## config.mk

```make
export PLATFORM = sky130hd
export DESIGN_NAME = pti_top
export DESIGN_NICKNAME = d
export VERILOG_FILES = /design/src/rtl/pti_pkg.sv /design/src/rtl/pti_ctrl_if.sv /design/src/rtl/pti_xfer_if.sv /design/src/rtl/pti_regs.sv /design/src/rtl/pti_byte_fifo.sv /design/src/rtl/pti_rx_packer.sv /design/src/rtl/pti_tx_unpacker.sv /design/src/rtl/pti_bus_master.sv /design/src/rtl/pti_top.sv
export SDC_FILE = /design/constraint.sdc
export NUM_CORES = 2
export LEC_CHECK = 0
export ABC_AREA = 1
export ABC_CLOCK_PERIOD_IN_PS = 7900
export BUFFER_PORTS_ARGS = -buffer_cell sky130_fd_sc_hd__buf_2
export CORE_ASPECT_RATIO = 2
export CORE_MARGIN = 2
export CORE_UTILIZATION = 55
export CTS_CLUSTER_SIZE = 24
export DETAILED_ROUTE_END_ITERATION = 8
export PLACE_DENSITY_LB_ADDON = 0.25
export SLEW_MARGIN = 0
export SYNTH_ARGS = -nofsm -noshare
export SYNTH_HDL_FRONTEND = slang
export SYNTH_SLANG_ARGS = --single-unit
```

## constraint.sdc

```tcl
create_clock -name clk -period 7.9 [get_ports clk]
set_input_delay 1.58 -clock clk [delete_from_list [all_inputs] [get_ports clk]]
set_output_delay 1.58 -clock clk [all_outputs]
set_load 0.01 [all_outputs]
```

## src/rtl/pti_pkg.sv

```systemverilog
// -------------------------------------
// PTI shared package: bus widths, data
// types and the slave register map
// -------------------------------------
package pti_pkg;

	// Memory address width, also used for the byte counts
	localparam int ADDR_W = 32;

	// Bytes carried by one master bus word
	localparam int WORD_BYTES = 16;

	// One byte as seen on the parallel port
	typedef logic [7:0] byte_t;

	// One master bus word; byte k sits in bits 8k+7 down to 8k
	typedef logic [8*WORD_BYTES-1:0] word_t;

	// Memory address or remaining byte count
	typedef logic [ADDR_W-1:0] addr_t;

	// Register index decoded from slave address bits 6:4
	// Indices 5 and 6 are unused and read back as zero
	typedef enum logic [2:0] {
		REG_DSTADR = 3'd0,
		REG_DSTCNT = 3'd1,
		REG_SRCADR = 3'd2,
		REG_SRCCNT = 3'd3,
		REG_CTRL   = 3'd4,
		REG_STATUS = 3'd7
	} reg_idx_e;

endpackage

```

## src/rtl/pti_ctrl_if.sv

```systemverilog
`timescale 1ns/1ns
// -------------------------------------
// PTI control interface between the
// register block and the datapath
// -------------------------------------
interface pti_ctrl_if;
	import pti_pkg::*;

	// Next memory address for each direction
	addr_t dst_adr;
	addr_t src_adr;

	// Bytes still to move; each step takes one word off
	addr_t dst_cnt;
	addr_t src_cnt;

	// Stream enables, receive toward memory and transmit from memory
	logic rd_stream;
	logic wr_stream;

	// One-cycle pulses from the bus master for a finished write or read word
	logic dst_step;
	logic src_step;

	modport regs (
		output dst_adr, src_adr, dst_cnt, src_cnt, rd_stream, wr_stream,
		input  dst_step, src_step
	);

	modport master (
		input  dst_adr, src_adr,
		output dst_step, src_step
	);

	// The packer only needs to know whether to pull bytes
	modport rx (input rd_stream);

	// The unpacker also watches the source count so it never reads past the end
	modport tx (input wr_stream, src_cnt);

endinterface

```

## src/rtl/pti_xfer_if.sv

```systemverilog
`timescale 1ns/1ns
// -------------------------------------
// PTI transfer interface carrying word
// requests to the bus master
// -------------------------------------
interface pti_xfer_if;
	import pti_pkg::*;

	// Write side, packer to memory
	// wr_req is a level held until wr_done
	logic  wr_req;
	word_t wr_data;
	logic  wr_done;

	// Read side, memory to unpacker
	// rd_data is only meaningful while rd_done is high
	logic  rd_req;
	word_t rd_data;
	logic  rd_done;

	// A requester drops its request on done and keeps it low for one cycle
	modport rx (output wr_req, wr_data, input wr_done);

	modport tx (output rd_req, input rd_data, rd_done);

	modport master (
		input  wr_req, wr_data, rd_req,
		output wr_done, rd_done, rd_data
	);

endinterface

```

## src/rtl/pti_regs.sv

```systemverilog
`timescale 1ns/1ns
// -------------------------------------
// PTI register block: addresses, counts,
// stream enables, interrupts, status
// -------------------------------------
module pti_regs #(
	parameter int FIFO_DEPTH = 64
) (
	input  logic clk,
	input  logic rst_i,
	input  logic cs_i,
	input  logic s_cyc_i,
	input  logic s_stb_i,
	input  logic s_we_i,
	input  logic [7:0] s_sel_i,
	input  logic [7:0] s_adr_i,
	input  logic [63:0] s_dat_i,
	output logic s_ack_o,
	output logic [63:0] s_dat_o,
	pti_ctrl_if.regs ctrl,
	input  logic [$clog2(FIFO_DEPTH+1)-1:0] in_count_i,
	input  logic in_empty_i,
	input  logic [$clog2(FIFO_DEPTH+1)-1:0] out_count_i,
	input  logic out_full_i,
	output logic sirq_o,
	output logic dirq_o
);
	import pti_pkg::*;

	localparam int CW = $clog2(FIFO_DEPTH + 1);

	reg_idx_e idx;
	logic     wr;
	logic     wr_word;
	logic     wr_ctrl;
	addr_t    wr_val;
	logic     sirq;
	logic     dirq;
	logic     sirq_en;
	logic     dirq_en;
	logic [63:0] status;

	// The CPU access is acknowledged in the same cycle it is presented
	assign s_ack_o = cs_i && s_cyc_i && s_stb_i;
	assign wr = s_ack_o && s_we_i;
	assign idx = reg_idx_e'(s_adr_i[6:4]);

	// Address and count registers need the whole low 32 bits written
	assign wr_word = wr && (&s_sel_i[3:0]);
	assign wr_ctrl = wr && (idx == REG_CTRL);

	// Transfers are word aligned so the low nibble is dropped
	assign wr_val = {s_dat_i[ADDR_W-1:4], 4'h0};

	// -------------------------------------
	// Address and count registers
	// -------------------------------------
	always_ff @(posedge clk) begin
		if (rst_i) begin
			ctrl.dst_adr <= '0;
			ctrl.dst_cnt <= '0;
			ctrl.src_adr <= '0;
			ctrl.src_cnt <= '0;
		end else begin
			// Each finished word moves the address on and takes a word off the count
			if (ctrl.dst_step) begin
				ctrl.dst_adr <= ctrl.dst_adr + ADDR_W'(WORD_BYTES);
				ctrl.dst_cnt <= ctrl.dst_cnt - ADDR_W'(WORD_BYTES);
			end
			if (ctrl.src_step) begin
				ctrl.src_adr <= ctrl.src_adr + ADDR_W'(WORD_BYTES);
				ctrl.src_cnt <= ctrl.src_cnt - ADDR_W'(WORD_BYTES);
			end
			// A CPU write in the same cycle overrides the step
			if (wr_word && idx == REG_DSTADR)
				ctrl.dst_adr <= wr_val;
			if (wr_word && idx == REG_DSTCNT)
				ctrl.dst_cnt <= wr_val;
			if (wr_word && idx == REG_SRCADR)
				ctrl.src_adr <= wr_val;
			if (wr_word && idx == REG_SRCCNT)
				ctrl.src_cnt <= wr_val;
		end
	end

	// -------------------------------------
	// Control bits and interrupt flags
	// -------------------------------------
	always_ff @(posedge clk) begin
		if (rst_i) begin
			ctrl.rd_stream <= 1'b0;
			ctrl.wr_stream <= 1'b0;
			sirq_en <= 1'b0;
			dirq_en <= 1'b0;
			sirq <= 1'b0;
			dirq <= 1'b0;
		end else begin
			// Receive streaming stops by itself once the last word is written
			if (ctrl.dst_step && ctrl.dst_cnt == ADDR_W'(WORD_BYTES))
				ctrl.rd_stream <= 1'b0;
			if (wr_ctrl && s_sel_i[0])
				ctrl.rd_stream <= s_dat_i[0];
			// Transmit streaming is only ever changed by the CPU
			if (wr_ctrl && s_sel_i[1])
				ctrl.wr_stream <= s_dat_i[8];
			if (wr_ctrl && s_sel_i[4])
				sirq_en <= s_dat_i[32];
			if (wr_ctrl && s_sel_i[5])
				dirq_en <= s_dat_i[40];
			// Flags stick while a count sits at zero; any control write clears them
			if (ctrl.src_cnt == '0)
				sirq <= 1'b1;
			if (ctrl.dst_cnt == '0)
				dirq <= 1'b1;
			if (wr_ctrl) begin
				sirq <= 1'b0;
				dirq <= 1'b0;
			end
		end
	end

	assign sirq_o = sirq && sirq_en;
	assign dirq_o = dirq && dirq_en;

	// Status word, input FIFO in the low half and output FIFO above it
	always_comb begin
		status = '0;
		status[CW-1:0] = in_count_i;
		status[15] = in_empty_i;
		status[16 +: CW] = out_count_i;
		status[31] = out_full_i;
	end

	// Read data is registered, so a read shows up the cycle after its address
	always_ff @(posedge clk) begin
		if (rst_i) begin
			s_dat_o <= '0;
		end else begin
			case (idx)
				REG_DSTADR: s_dat_o <= {32'h0, ctrl.dst_adr};
				REG_DSTCNT: s_dat_o <= {32'h0, ctrl.dst_cnt};
				REG_SRCADR: s_dat_o <= {32'h0, ctrl.src_adr};
				REG_SRCCNT: s_dat_o <= {32'h0, ctrl.src_cnt};
				REG_CTRL: s_dat_o <= {23'h0, dirq_en, 7'h0, sirq_en,
					23'h0, ctrl.wr_stream, 7'h0, ctrl.rd_stream};
				REG_STATUS: s_dat_o <= status;
				default: s_dat_o <= '0;
			endcase
		end
	end

	// The datapath must never finish a word once its count has run out
	a_dst_step_cnt: assert property (@(posedge clk) disable iff (rst_i)
		ctrl.dst_step |-> ctrl.dst_cnt != '0)
		else $error("destination word completed with zero count");

	a_src_step_cnt: assert property (@(posedge clk) disable iff (rst_i)
		ctrl.src_step |-> ctrl.src_cnt != '0)
		else $error("source word completed with zero count");

endmodule

```

## src/rtl/pti_byte_fifo.sv

```systemverilog
`timescale 1ns/1ns
// -------------------------------------
// Synchronous byte FIFO, fall-through
// output with fill count and flags
// -------------------------------------
module pti_byte_fifo #(
	parameter int FIFO_DEPTH = 64
) (
	input  logic clk,
	input  logic rst_i,
	input  logic push_i,
	input  pti_pkg::byte_t din_i,
	input  logic pop_i,
	output pti_pkg::byte_t dout_o,
	output logic empty_o,
	output logic full_o,
	output logic afull_o,
	output logic [$clog2(FIFO_DEPTH+1)-1:0] count_o
);
	import pti_pkg::*;

	localparam int AW = $clog2(FIFO_DEPTH);
	localparam int CW = $clog2(FIFO_DEPTH + 1);

	byte_t mem [FIFO_DEPTH];
	logic [AW-1:0] wr_ptr;
	logic [AW-1:0] rd_ptr;
	logic [CW-1:0] count;
	logic do_push;
	logic do_pop;

	// A push into a full FIFO is dropped
	assign do_push = push_i && !full_o;
	assign do_pop = pop_i && !empty_o;

	// Storage has no reset, only the pointers do
	always_ff @(posedge clk) begin
		if (do_push)
			mem[wr_ptr] <= din_i;
	end

	always_ff @(posedge clk) begin
		if (rst_i) begin
			wr_ptr <= '0;
			rd_ptr <= '0;
			count <= '0;
		end else begin
			// Pointers wrap at the depth, which need not be a power of two
			if (do_push)
				wr_ptr <= (wr_ptr == AW'(FIFO_DEPTH - 1)) ? '0 : wr_ptr + 1'b1;
			if (do_pop)
				rd_ptr <= (rd_ptr == AW'(FIFO_DEPTH - 1)) ? '0 : rd_ptr + 1'b1;
			if (do_push && !do_pop)
				count <= count + 1'b1;
			else if (do_pop && !do_push)
				count <= count - 1'b1;
		end
	end

	// Head byte is visible before it is popped
	assign dout_o = mem[rd_ptr];
	assign count_o = count;
	assign empty_o = (count == '0);
	assign full_o = (count == CW'(FIFO_DEPTH));
	// Leaves a few slots for writers with a pipelined push
	assign afull_o = (count >= CW'(FIFO_DEPTH - 4));

	a_no_pop_empty: assert property (@(posedge clk) disable iff (rst_i)
		pop_i |-> !empty_o)
		else $error("pop from an empty FIFO");

endmodule

```

## src/rtl/pti_rx_packer.sv

```systemverilog
`timescale 1ns/1ns
// -------------------------------------
// Receive packer: gathers input bytes
// into 128-bit words, two halves deep
// -------------------------------------
module pti_rx_packer (
	input  logic clk,
	input  logic rst_i,
	output logic pop_o,
	input  pti_pkg::byte_t din_i,
	input  logic empty_i,
	pti_ctrl_if.rx ctrl,
	pti_xfer_if.rx xfer
);
	import pti_pkg::*;

	// 32 bytes, the index MSB picks the half being filled
	byte_t bytes_q [2*WORD_BYTES];
	logic [4:0] idx;
	// One bit per half, set while that half waits for its memory write
	logic [1:0] busy;
	// Half that is next in line for the bus master
	logic wr_half;

	// Pull a byte whenever streaming is on, one is ready and the target half is free
	assign pop_o = ctrl.rd_stream && !empty_i && !busy[idx[4]];

	always_ff @(posedge clk) begin
		if (pop_o)
			bytes_q[idx] <= din_i;
	end

	always_ff @(posedge clk) begin
		if (rst_i) begin
			idx <= '0;
			busy <= '0;
			wr_half <= 1'b0;
			xfer.wr_req <= 1'b0;
		end else begin
			if (pop_o)
				idx <= idx + 1'b1;
			// Sixteenth byte of a half hands it over to the master
			if (pop_o && idx[3:0] == 4'hf)
				busy[idx[4]] <= 1'b1;
			// Written half becomes free and the other one is next
			if (xfer.wr_done) begin
				busy[wr_half] <= 1'b0;
				wr_half <= ~wr_half;
			end
			// Request drops on done and can only come back a cycle later
			if (xfer.wr_done)
				xfer.wr_req <= 1'b0;
			else if (busy[wr_half])
				xfer.wr_req <= 1'b1;
		end
	end

	// First byte of the half lands in the lowest lane of the word
	always_comb begin
		for (int k = 0; k < WORD_BYTES; k++) begin
			xfer.wr_data[8*k +: 8] = bytes_q[{wr_half, 4'(k)}];
		end
	end

endmodule

```

## src/rtl/pti_tx_unpacker.sv

```systemverilog
`timescale 1ns/1ns
// -------------------------------------
// Transmit unpacker splitting memory
// words into bytes for the output FIFO
// -------------------------------------
module pti_tx_unpacker (
	input  logic clk,
	input  logic rst_i,
	output logic push_o,
	output pti_pkg::byte_t dout_o,
	input  logic afull_i,
	pti_ctrl_if.tx ctrl,
	pti_xfer_if.tx xfer
);
	import pti_pkg::*;

	// Two word buffers so one can be read from memory while the other drains
	word_t word_q [2];
	logic [1:0] valid;
	// Buffer that takes the next read word
	logic load_ptr;
	// Buffer currently being emitted
	logic out_ptr;
	logic [3:0] byte_idx;
	logic emit;

	// Stall while the output FIFO is close to full
	assign emit = valid[out_ptr] && !afull_i;

	// Word buffers fill on each read and the output byte follows the drain
	always_ff @(posedge clk) begin
		if (xfer.rd_done)
			word_q[load_ptr] <= xfer.rd_data;
		// Low byte goes out first
		if (emit)
			dout_o <= word_q[out_ptr][{byte_idx, 3'b000} +: 8];
	end

	always_ff @(posedge clk) begin
		if (rst_i) begin
			push_o <= 1'b0;
			valid <= '0;
			load_ptr <= 1'b0;
			out_ptr <= 1'b0;
			byte_idx <= '0;
			xfer.rd_req <= 1'b0;
		end else begin
			// Push is registered together with its byte
			push_o <= emit;
			if (emit) begin
				byte_idx <= byte_idx + 1'b1;
				// After byte 15 the buffer is empty again
				if (byte_idx == 4'hf) begin
					valid[out_ptr] <= 1'b0;
					out_ptr <= ~out_ptr;
				end
			end
			// The loaded buffer is always a free one and never clashes with the drain
			if (xfer.rd_done) begin
				valid[load_ptr] <= 1'b1;
				load_ptr <= ~load_ptr;
			end
			// Ask for a word while a buffer is free and the source count has words left
			if (xfer.rd_done)
				xfer.rd_req <= 1'b0;
			else if (!valid[load_ptr] && ctrl.wr_stream && ctrl.src_cnt != '0)
				xfer.rd_req <= 1'b1;
		end
	end

	// A read word may only land in a buffer that has already drained
	a_rd_into_free: assert property (@(posedge clk) disable iff (rst_i)
		xfer.rd_done |-> !valid[load_ptr])
		else $error("read word arrived with no free buffer");

endmodule

```

## src/rtl/pti_bus_master.sv

```systemverilog
`timescale 1ns/1ns
// -------------------------------------
// Bus master issuing one 128-bit cycle
// at a time and serving writes first
// -------------------------------------
module pti_bus_master (
	input  logic clk,
	input  logic rst_i,
	output logic m_cyc_o,
	output logic m_stb_o,
	output logic m_we_o,
	output logic [pti_pkg::WORD_BYTES-1:0] m_sel_o,
	output pti_pkg::addr_t m_adr_o,
	output pti_pkg::word_t m_dat_o,
	input  pti_pkg::word_t m_dat_i,
	input  logic m_ack_i,
	pti_ctrl_if.master ctrl,
	pti_xfer_if.master xfer
);
	logic ack;
	logic start;

	// Acknowledge only counts while our cycle is open
	assign ack = m_cyc_o && m_ack_i;
	// A new cycle can begin only from idle
	assign start = !m_cyc_o && (xfer.wr_req || xfer.rd_req);

	// Strobe follows the cycle and all byte lanes are always used
	assign m_stb_o = m_cyc_o;
	assign m_sel_o = '1;

	// Done and step pulses come out in the acknowledge cycle itself
	assign xfer.wr_done = ack && m_we_o;
	assign xfer.rd_done = ack && !m_we_o;
	assign xfer.rd_data = m_dat_i;
	assign ctrl.dst_step = xfer.wr_done;
	assign ctrl.src_step = xfer.rd_done;

	// -------------------------------------
	// Cycle control
	// -------------------------------------
	always_ff @(posedge clk) begin
		if (rst_i) begin
			m_cyc_o <= 1'b0;
			m_we_o <= 1'b0;
		end else if (start) begin
			m_cyc_o <= 1'b1;
			// Write wins when both are pending
			m_we_o <= xfer.wr_req;
		end else if (ack) begin
			m_cyc_o <= 1'b0;
			m_we_o <= 1'b0;
		end
	end

	// Address and data are captured once and held for the whole cycle
	always_ff @(posedge clk) begin
		if (start) begin
			m_adr_o <= xfer.wr_req ? ctrl.dst_adr : ctrl.src_adr;
			m_dat_o <= xfer.wr_data;
		end
	end

	// An open cycle always belongs to a request still waiting for its done pulse
	a_cyc_has_req: assert property (@(posedge clk) disable iff (rst_i)
		m_cyc_o |-> (m_we_o ? xfer.wr_req : xfer.rd_req))
		else $error("bus cycle open without a pending request");

endmodule

```

## src/rtl/pti_top.sv

```systemverilog
`timescale 1ns/1ns
// -------------------------------------
// PTI top: byte port to 128-bit memory
// DMA bridge with CPU register slave
// -------------------------------------
module pti_top #(
	parameter int FIFO_DEPTH = 64
) (
	input  logic clk,
	input  logic rst_i,
	// Byte port
	input  logic rx_valid_i,
	input  pti_pkg::byte_t rx_data_i,
	output logic rx_full_o,
	output logic tx_valid_o,
	output pti_pkg::byte_t tx_data_o,
	input  logic tx_take_i,
	// CPU slave bus
	input  logic cs_i,
	input  logic s_cyc_i,
	input  logic s_stb_i,
	input  logic s_we_i,
	input  logic [7:0] s_sel_i,
	input  logic [7:0] s_adr_i,
	input  logic [63:0] s_dat_i,
	output logic s_ack_o,
	output logic [63:0] s_dat_o,
	// Memory master bus
	output logic m_cyc_o,
	output logic m_stb_o,
	output logic m_we_o,
	output logic [pti_pkg::WORD_BYTES-1:0] m_sel_o,
	output pti_pkg::addr_t m_adr_o,
	output pti_pkg::word_t m_dat_o,
	input  pti_pkg::word_t m_dat_i,
	input  logic m_ack_i,
	// Interrupts
	output logic sirq_o,
	output logic dirq_o
);
	import pti_pkg::*;

	localparam int CW = $clog2(FIFO_DEPTH + 1);

	pti_ctrl_if ctrl ();
	pti_xfer_if xfer ();

	logic in_pop;
	byte_t in_dout;
	logic in_empty;
	logic in_full;
	logic [CW-1:0] in_count;
	logic out_push;
	byte_t out_din;
	logic out_empty;
	logic out_full;
	logic out_afull;
	logic [CW-1:0] out_count;

	// Port flags come straight from the FIFOs
	assign rx_full_o = in_full;
	assign tx_valid_o = !out_empty;

	pti_regs #(.FIFO_DEPTH(FIFO_DEPTH)) u_regs (
		.clk, .rst_i, .cs_i, .s_cyc_i, .s_stb_i, .s_we_i, .s_sel_i, .s_adr_i,
		.s_dat_i, .s_ack_o, .s_dat_o, .ctrl(ctrl.regs),
		.in_count_i(in_count), .in_empty_i(in_empty),
		.out_count_i(out_count), .out_full_i(out_full), .sirq_o, .dirq_o
	);

	// Receive side, port into packer
	pti_byte_fifo #(.FIFO_DEPTH(FIFO_DEPTH)) u_in_fifo (
		.clk, .rst_i, .push_i(rx_valid_i), .din_i(rx_data_i), .pop_i(in_pop),
		.dout_o(in_dout), .empty_o(in_empty), .full_o(in_full), .afull_o(),
		.count_o(in_count)
	);

	pti_rx_packer u_rx_packer (
		.clk, .rst_i, .pop_o(in_pop), .din_i(in_dout), .empty_i(in_empty),
		.ctrl(ctrl.rx), .xfer(xfer.rx)
	);

	// Transmit side, unpacker out to the port
	pti_tx_unpacker u_tx_unpacker (
		.clk, .rst_i, .push_o(out_push), .dout_o(out_din), .afull_i(out_afull),
		.ctrl(ctrl.tx), .xfer(xfer.tx)
	);

	pti_byte_fifo #(.FIFO_DEPTH(FIFO_DEPTH)) u_out_fifo (
		.clk, .rst_i, .push_i(out_push), .din_i(out_din), .pop_i(tx_take_i),
		.dout_o(tx_data_o), .empty_o(out_empty), .full_o(out_full),
		.afull_o(out_afull), .count_o(out_count)
	);

	pti_bus_master u_bus_master (
		.clk, .rst_i, .m_cyc_o, .m_stb_o, .m_we_o, .m_sel_o, .m_adr_o, .m_dat_o,
		.m_dat_i, .m_ack_i, .ctrl(ctrl.master), .xfer(xfer.master)
	);

endmodule

```

* After elaboration in Yosys (flattened, before gate mapping)
Memory sizes are Yosys's and may differ from the RTL's. A register that Yosys moved wholly into a read port is not among the register bits.
Cells that the tools add are included.
** Word-level totals
- Flip-flop bits (word level) :: 297
- Memory bits (writable) :: 1536
- Input port bits :: 225
- Output and inout port bits :: 256
- Memories :: 4
** Cells by class
- Add/subtract/negate cells :: 14
- $lt $le $gt $ge :: 9
- Equal/unequal tests :: 14
- Shift-type cells :: 1
- Mux-type cells :: 60
- Bitwise gates (word level) :: 9
- Reduce and logical (&&, ||, !) cells :: 75
** Memories
- u_in_fifo.mem :: words 64, width 8, read ports 1, clocked after Yosys merged registers in 1, write ports 1, line pti_byte_fifo.sv:25 : byte_t mem [FIFO_DEPTH];
- u_out_fifo.mem :: words 64, width 8, read ports 1, clocked after Yosys merged registers in 1, write ports 1, line pti_byte_fifo.sv:25
- u_rx_packer.bytes_q :: words 32, width 8, read ports 16, clocked after Yosys merged registers in 16, write ports 1, line pti_rx_packer.sv:18 : byte_t bytes_q [2*WORD_BYTES];
- u_tx_unpacker.word_q :: words 2, width 128, read ports 1, clocked after Yosys merged registers in 1, write ports 1, line pti_tx_unpacker.sv:18 : word_t word_q [2];
** Operators with widths (count)
- $mux 32 :: 9
- $pmux 41 s6 :: 1
- $shiftx 128x8->8 :: 1
- $add 32x5->32 const B :: 2
- $logic_not 32->1 :: 2
- $sub 32x5->32 const B :: 2
- $mux 6 :: 8
- $logic_and 1x1->1 :: 38
- $eq 32x5->1 const B :: 1
- $reduce_bool 32->1 :: 1
- $mux 7 :: 4
- $mux 1 :: 27
- $add 6x1->6 const B :: 4
- $eq 6x6->1 const B :: 4
- $reduce_bool 2->1 :: 8
- $add 7x1->7 const B :: 2
- $eq 7x7->1 const B :: 2
- $logic_not 7->1 :: 2
- $mux 2 :: 7
- $reduce_or 2->1 :: 7
- $sub 7x1->7 const B :: 2
- $logic_not 1->1 :: 13
- $eq 4x4->1 const B :: 2
- $lt 1x2->1 const B :: 4
- 16 further kinds :: 29

* Longest topological paths before layout
- Word-level depth :: 11
- Depth in mapped cells :: 17

* Cells and area by module
A second synthesis with hierarchy kept.
** Second synthesis, totals
- Cell total of the unflattened synthesis :: 7362
- Area, all modules :: 82266.4 um2
** Modules (own cells, without submodules)
- pti_byte_fifo at u_in_fifo :: instances 1, cells each 1955, area each 22360.2 um2, seq. area each 15875.2 um2
- pti_byte_fifo at u_out_fifo :: instances 1, cells each 1955, area each 22332.7 um2, seq. area each 15875.2 um2
- pti_tx_unpacker :: instances 1, cells each 967, area each 11189.5 um2, seq. area each 8147.8 um2
- pti_regs :: instances 1, cells each 1607, area each 9938.3 um2, seq. area each 3042.9 um2
- pti_rx_packer :: instances 1, cells each 518, area each 9899.5 um2, seq. area each 7887.6 um2
- pti_bus_master :: instances 1, cells each 359, area each 6542.5 um2, seq. area each 4844.6 um2
- pti_top :: instances 1, cells each 1, area each 3.8 um2, seq. area each 0.0 um2

* Worst setup path before layout
OpenSTA, ideal clock, no wires.
- Path type :: input-to-reg
- From :: input m_ack_i
- To :: register u_tx_unpacker.valid[0]
- Library setup time :: 0.079 ns
- Arrival :: 8.033 ns
- Data required time :: 7.821 ns
- Path slack :: -0.212 ns
- Stages :: 6
- Path buffers :: 0
- Cell sequence :: nand2_1 nor2_4 inv_2 nor2_1 o21ai_0 inv_1
** On the way
- Longest elaborated chain between the ends :: 3
** RTL lines
- start: declaration :: line pti_top.sv:36 : input logic m_ack_i,
- $logic_and 1x1->1 :: line pti_bus_master.sv:24 : assign ack = m_cyc_o && m_ack_i;
- $logic_and 1x1->1 :: line pti_bus_master.sv:34 : assign xfer.rd_done = ack && !m_we_o;
- $mux 2 :: line pti_tx_unpacker.sv:59 : if (xfer.rd_done) begin
- end signal: assignment :: line pti_tx_unpacker.sv:42 : valid <= '0;
- end signal: indexed assignment :: line pti_tx_unpacker.sv:54 : valid[out_ptr] <= 1'b0;
- end signal: indexed assignment :: line pti_tx_unpacker.sv:60 : valid[load_ptr] <= 1'b1;
- end: declaration :: line pti_tx_unpacker.sv:19 : logic [1:0] valid;
Every way passes these cells.
A chain may end at the register's enable or synchronous reset.

==> results_dict.tcl <==
set metrics [dict create \
    cts_buffer_depth 4 \
    worst_setup_path_start_kind "flip-flop" \
    rsz0062_at_grt "false" \
    worst_hold_startpoint "u_regs.sirq_en" \
    fp.dieH_um 542 \
    vias 55000 \
    gr-usage-met3 0.0484 \
    placed_area_um2 82800 \
    clk_latency_ps 840 \
    synth_most_common_cell "nand2_1" \
    row_count 197 \
    ff_latch_area_um2 55600 \
    synth_top_flop_cell "edfxtp_1" \
    synth_edf_count 1700 \
    synth_top_area_frac 0.641 \
    htree_levels 4 \
    grt_pass1_wl_mm 317 \
    core-area_um2 144000 \
    hold_path_class "flip-flop to flip-flop" \
    initial_core_util 0.553 \
    cap_violations 0 \
    status "finished, final reports clean" \
    synth_cell_types 47 \
    cts_root_buf "clkbuf_16" \
    multiInputGateArea_um2 21000 \
    cts-buffers-inserted 168 \
    grt_antenna_before_repair 30 \
    synth_area_leader_cell "edfxtp_1" \
    dieWidth_um 273 \
    ys_async_sr_fraction 0 \
    hold-path-endpoint "u_regs.s_dat_o[32]" \
    grt_usage 0.287 \
    place_hpwl_mm 140 \
    cts.sinks 1924 \
    post_cts_buffers 0 \
    worstSetupPathType "flip-flop to primary output" \
    r2r_end "u_rx_packer.bytes_q[1][5]" \
    fin_crit_sh 0.739 \
    fin_tns_setup_ps 0 \
    cp.arrival_ps 4260 \
    cellPowerDensity_nw_per_um2 239 \
    pre_cts_ws_ps 2910 \
    power_mw 21.1 \
    use_met2 0.516 \
    syn_area_um2 79600 \
    dieArea_um2 148000 \
    whs_ps 459 \
    fin_cells 9658 \
    fin_ws_ps 2060 \
    avgSynthCellArea_um2 10.8 \
    hold_viol 0 \
    fin_worst_skew_ps 67.1 \
    synthTopCellsByCount "nand2_1 (2,397), edfxtp_1 (1,700), nand3_1 (1,055)" \
    synth.yosys.warnings 0 \
    grt.met1_usage 0.316 \
    antenna_left 0 \
    synthCells 7371 \
    route.detailed.drc 0 \
    grt_pass1_vias 53300 \
    grt_overflow 0 \
    cp_common_cell "nand3_1" \
    cpMaxStageDelayCell "clkinv_2" \
    setup_violations 0 \
    maxSlewHeadroom 0.245 \
    clock.fmax_mhz 171 \
    nets 7883 \
    totalWireLength_mm 215 \
    leakagePower_nw 32.6 \
    ir_drop_uv 203 \
    required_ps 6320 \
    drive_gt1_frac 0.0961 \
    final_area_um2 88300 \
    fillers 11400 \
    ys_ff_latch 1924 \
    tightest_slew_ps 1120 \
    drt_iter0_drc 5462 \
    port_buffers 390 \
    period_minus_slack_ps 5840 \
    wl_per_cell_um 22.3 \
    top_usage_layer "met2" \
    r2r_setup_slack_ps 3660 \
    hold-path-cell-count 2 \
    max_stage_delay_ps 840 \
    reg2regPathDepth 10 \
    place_inst 9349 \
    worstPathCellList "clkinv_2 -> buf_4 -> nand3_1 -> nand3_1 -> nand2_1 -> nand2_1 -> nand3_1 -> nand3_1 -> nand2_1 -> buf_2" \
    area_delta_synth_final_pct 10.9 \
    drtPass1Iterations 7 \
    cts_resized 0 \
    yosys-top-cells-area "edfxtp_1 (64%), nand2_1 (11%), nand3_1 (6.6%), dfxtp_1 (5.6%), nor2_1 (2.3%)" \
    grt_max_degree 205 \
    io-pin-count 481 \
    cts.clk_slew.worst_paths_ps 70 \
    cts_tree "done" \
    postLayoutCoreUtil 0.613 \
    avgViaCountPerCell 5.69 \
    drv_slew 0 \
    cp-end-kind "primary output" \
    gp_congestion 1.01 \
    postCtsHoldBufs 0 \
    ys_seq_area_frac 0.698 \
    path_max_fanout 57 \
]
## sequential cells by signal, indices dropped and copies added, names as in the netlist, 5 cells and up, named ones only
| register | count |
|---|---|
| u_tx_unpacker.dout_o | 8 |
| u_regs.ctrl.dst_adr | 28 |
| m_dat_o | 128 |
| u_out_fifo.count_o | 7 |
| u_regs.ctrl.src_cnt | 28 |
| u_out_fifo.mem | 512 |
| u_in_fifo.rd_ptr | 6 |
| u_regs.ctrl.dst_cnt | 28 |
| u_tx_unpacker.word_q | 256 |
| u_rx_packer.bytes_q | 256 |
| u_bus_master.m_adr_o | 28 |
| u_regs.s_dat_o | 34 |
| u_out_fifo.wr_ptr | 6 |
| u_in_fifo.count_o | 7 |
| u_regs.ctrl.src_adr | 28 |
| u_out_fifo.rd_ptr | 6 |
| u_in_fifo.wr_ptr | 6 |
| u_rx_packer.idx | 5 |
| u_in_fifo.mem | 512 |
## how the worst max path moves through the flow
stage | from | endpoint | cells past startpoint
after floorplan | u_rx_packer.xfer.wr_req | m_dat_o[0] | 3
after global placement | flip-flop | tx_data_o[5] | 10
after detailed placement | flip-flop | tx_data_o[5] | 10
after CTS | flip-flop | tx_data_o[5] | 10
after global routing | flip-flop | tx_data_o[7] | 10
final | flip-flop | tx_data_o[5] | 10
## routing by layer
layer / up-vias / share of wire
li1: 25700 / -
met1: 26100 / 0.34
met2: 2444 / 0.52
met3: 650 / 0.074
met4: 24 / 0.065
met5: - / 0.0012
## report_power, final
group | switching, mW | leakage, nW | internal [mW] | total (mW)
sequential | 0.0880 | 17.1 | 11.0 | 11.1
combinational | 1.18 | 12.9 | 0.475 | 1.65
clock | 3.62 | 2.65 | 4.71 | 8.33
## final cells by class
| type | count | area share |
|---|---|---|
| Multi-Input combinational cell | 4728 | 0.238 |
| Inverter | 348 | 0.0150 |
| Sequential cell | 1924 | 0.629 |
| Timing Repair Buffer | 459 | 0.0287 |
| Clock inverter | 79 | 0.0110 |
| Clock buffer | 218 | 0.0509 |
| Antenna cell | 12 | 0.000340 |
| Tap cell | 1890 | 0.0268 |
## worst max-delay path: cells and delay by family (launching register included)
family | cells | cell delay, ps
and+or+nand+nor | 7 | 990
DFF | 1 | 770
buffers and inverters | 3 | 1600
## cell families (layout without fill, tap and decap cells)
logic type / Yosys count / in the layout / share of synthesized area
flip-flops: 1924 / 1924 / 0.698
AND/OR/NAND/NOR: 4032 / 4032 / 0.210
buffers and inverters: 767 / 1104 / 0.0410
other: 2 / 62 / 0.0000943
XOR/XNOR: 65 / 65 / 0.00715
AO/OA/AOI/OAI: 552 / 552 / 0.0393
adder cells (fa/ha/maj): 29 / 29 / 0.00475
## cells in the final DEF, fill, tap and decap left out, drive strengths merged
cell,Yosys,final
nor3b,2,2
nor2,492,492
o22ai,101,101
o211ai,8,8
fa,2,2
a21o,2,2
o21bai,1,1
a31oi,14,14
xnor2,10,10
nand4,38,38
a221oi,15,15
o211a,1,1
a211oi,13,13
conb,2,50
edfxtp,1700,1700
ha,27,27
clkinvlp,0,7
o31ai,32,32
o21a,2,2
o21ai,157,157
bufinv,0,21
clkinv,5,54
xor2,55,55
nand2,2402,2402
dfxtp,224,224
nand3,1058,1058
diode,0,12
inv,343,345
and2,2,2
or2,1,1
nor3,33,33
a31o,2,2
nand3b,4,4
clkbuf,201,218
a21oi,204,204
buf,218,459
No activity file was read; power rests on OpenSTA's default activity.
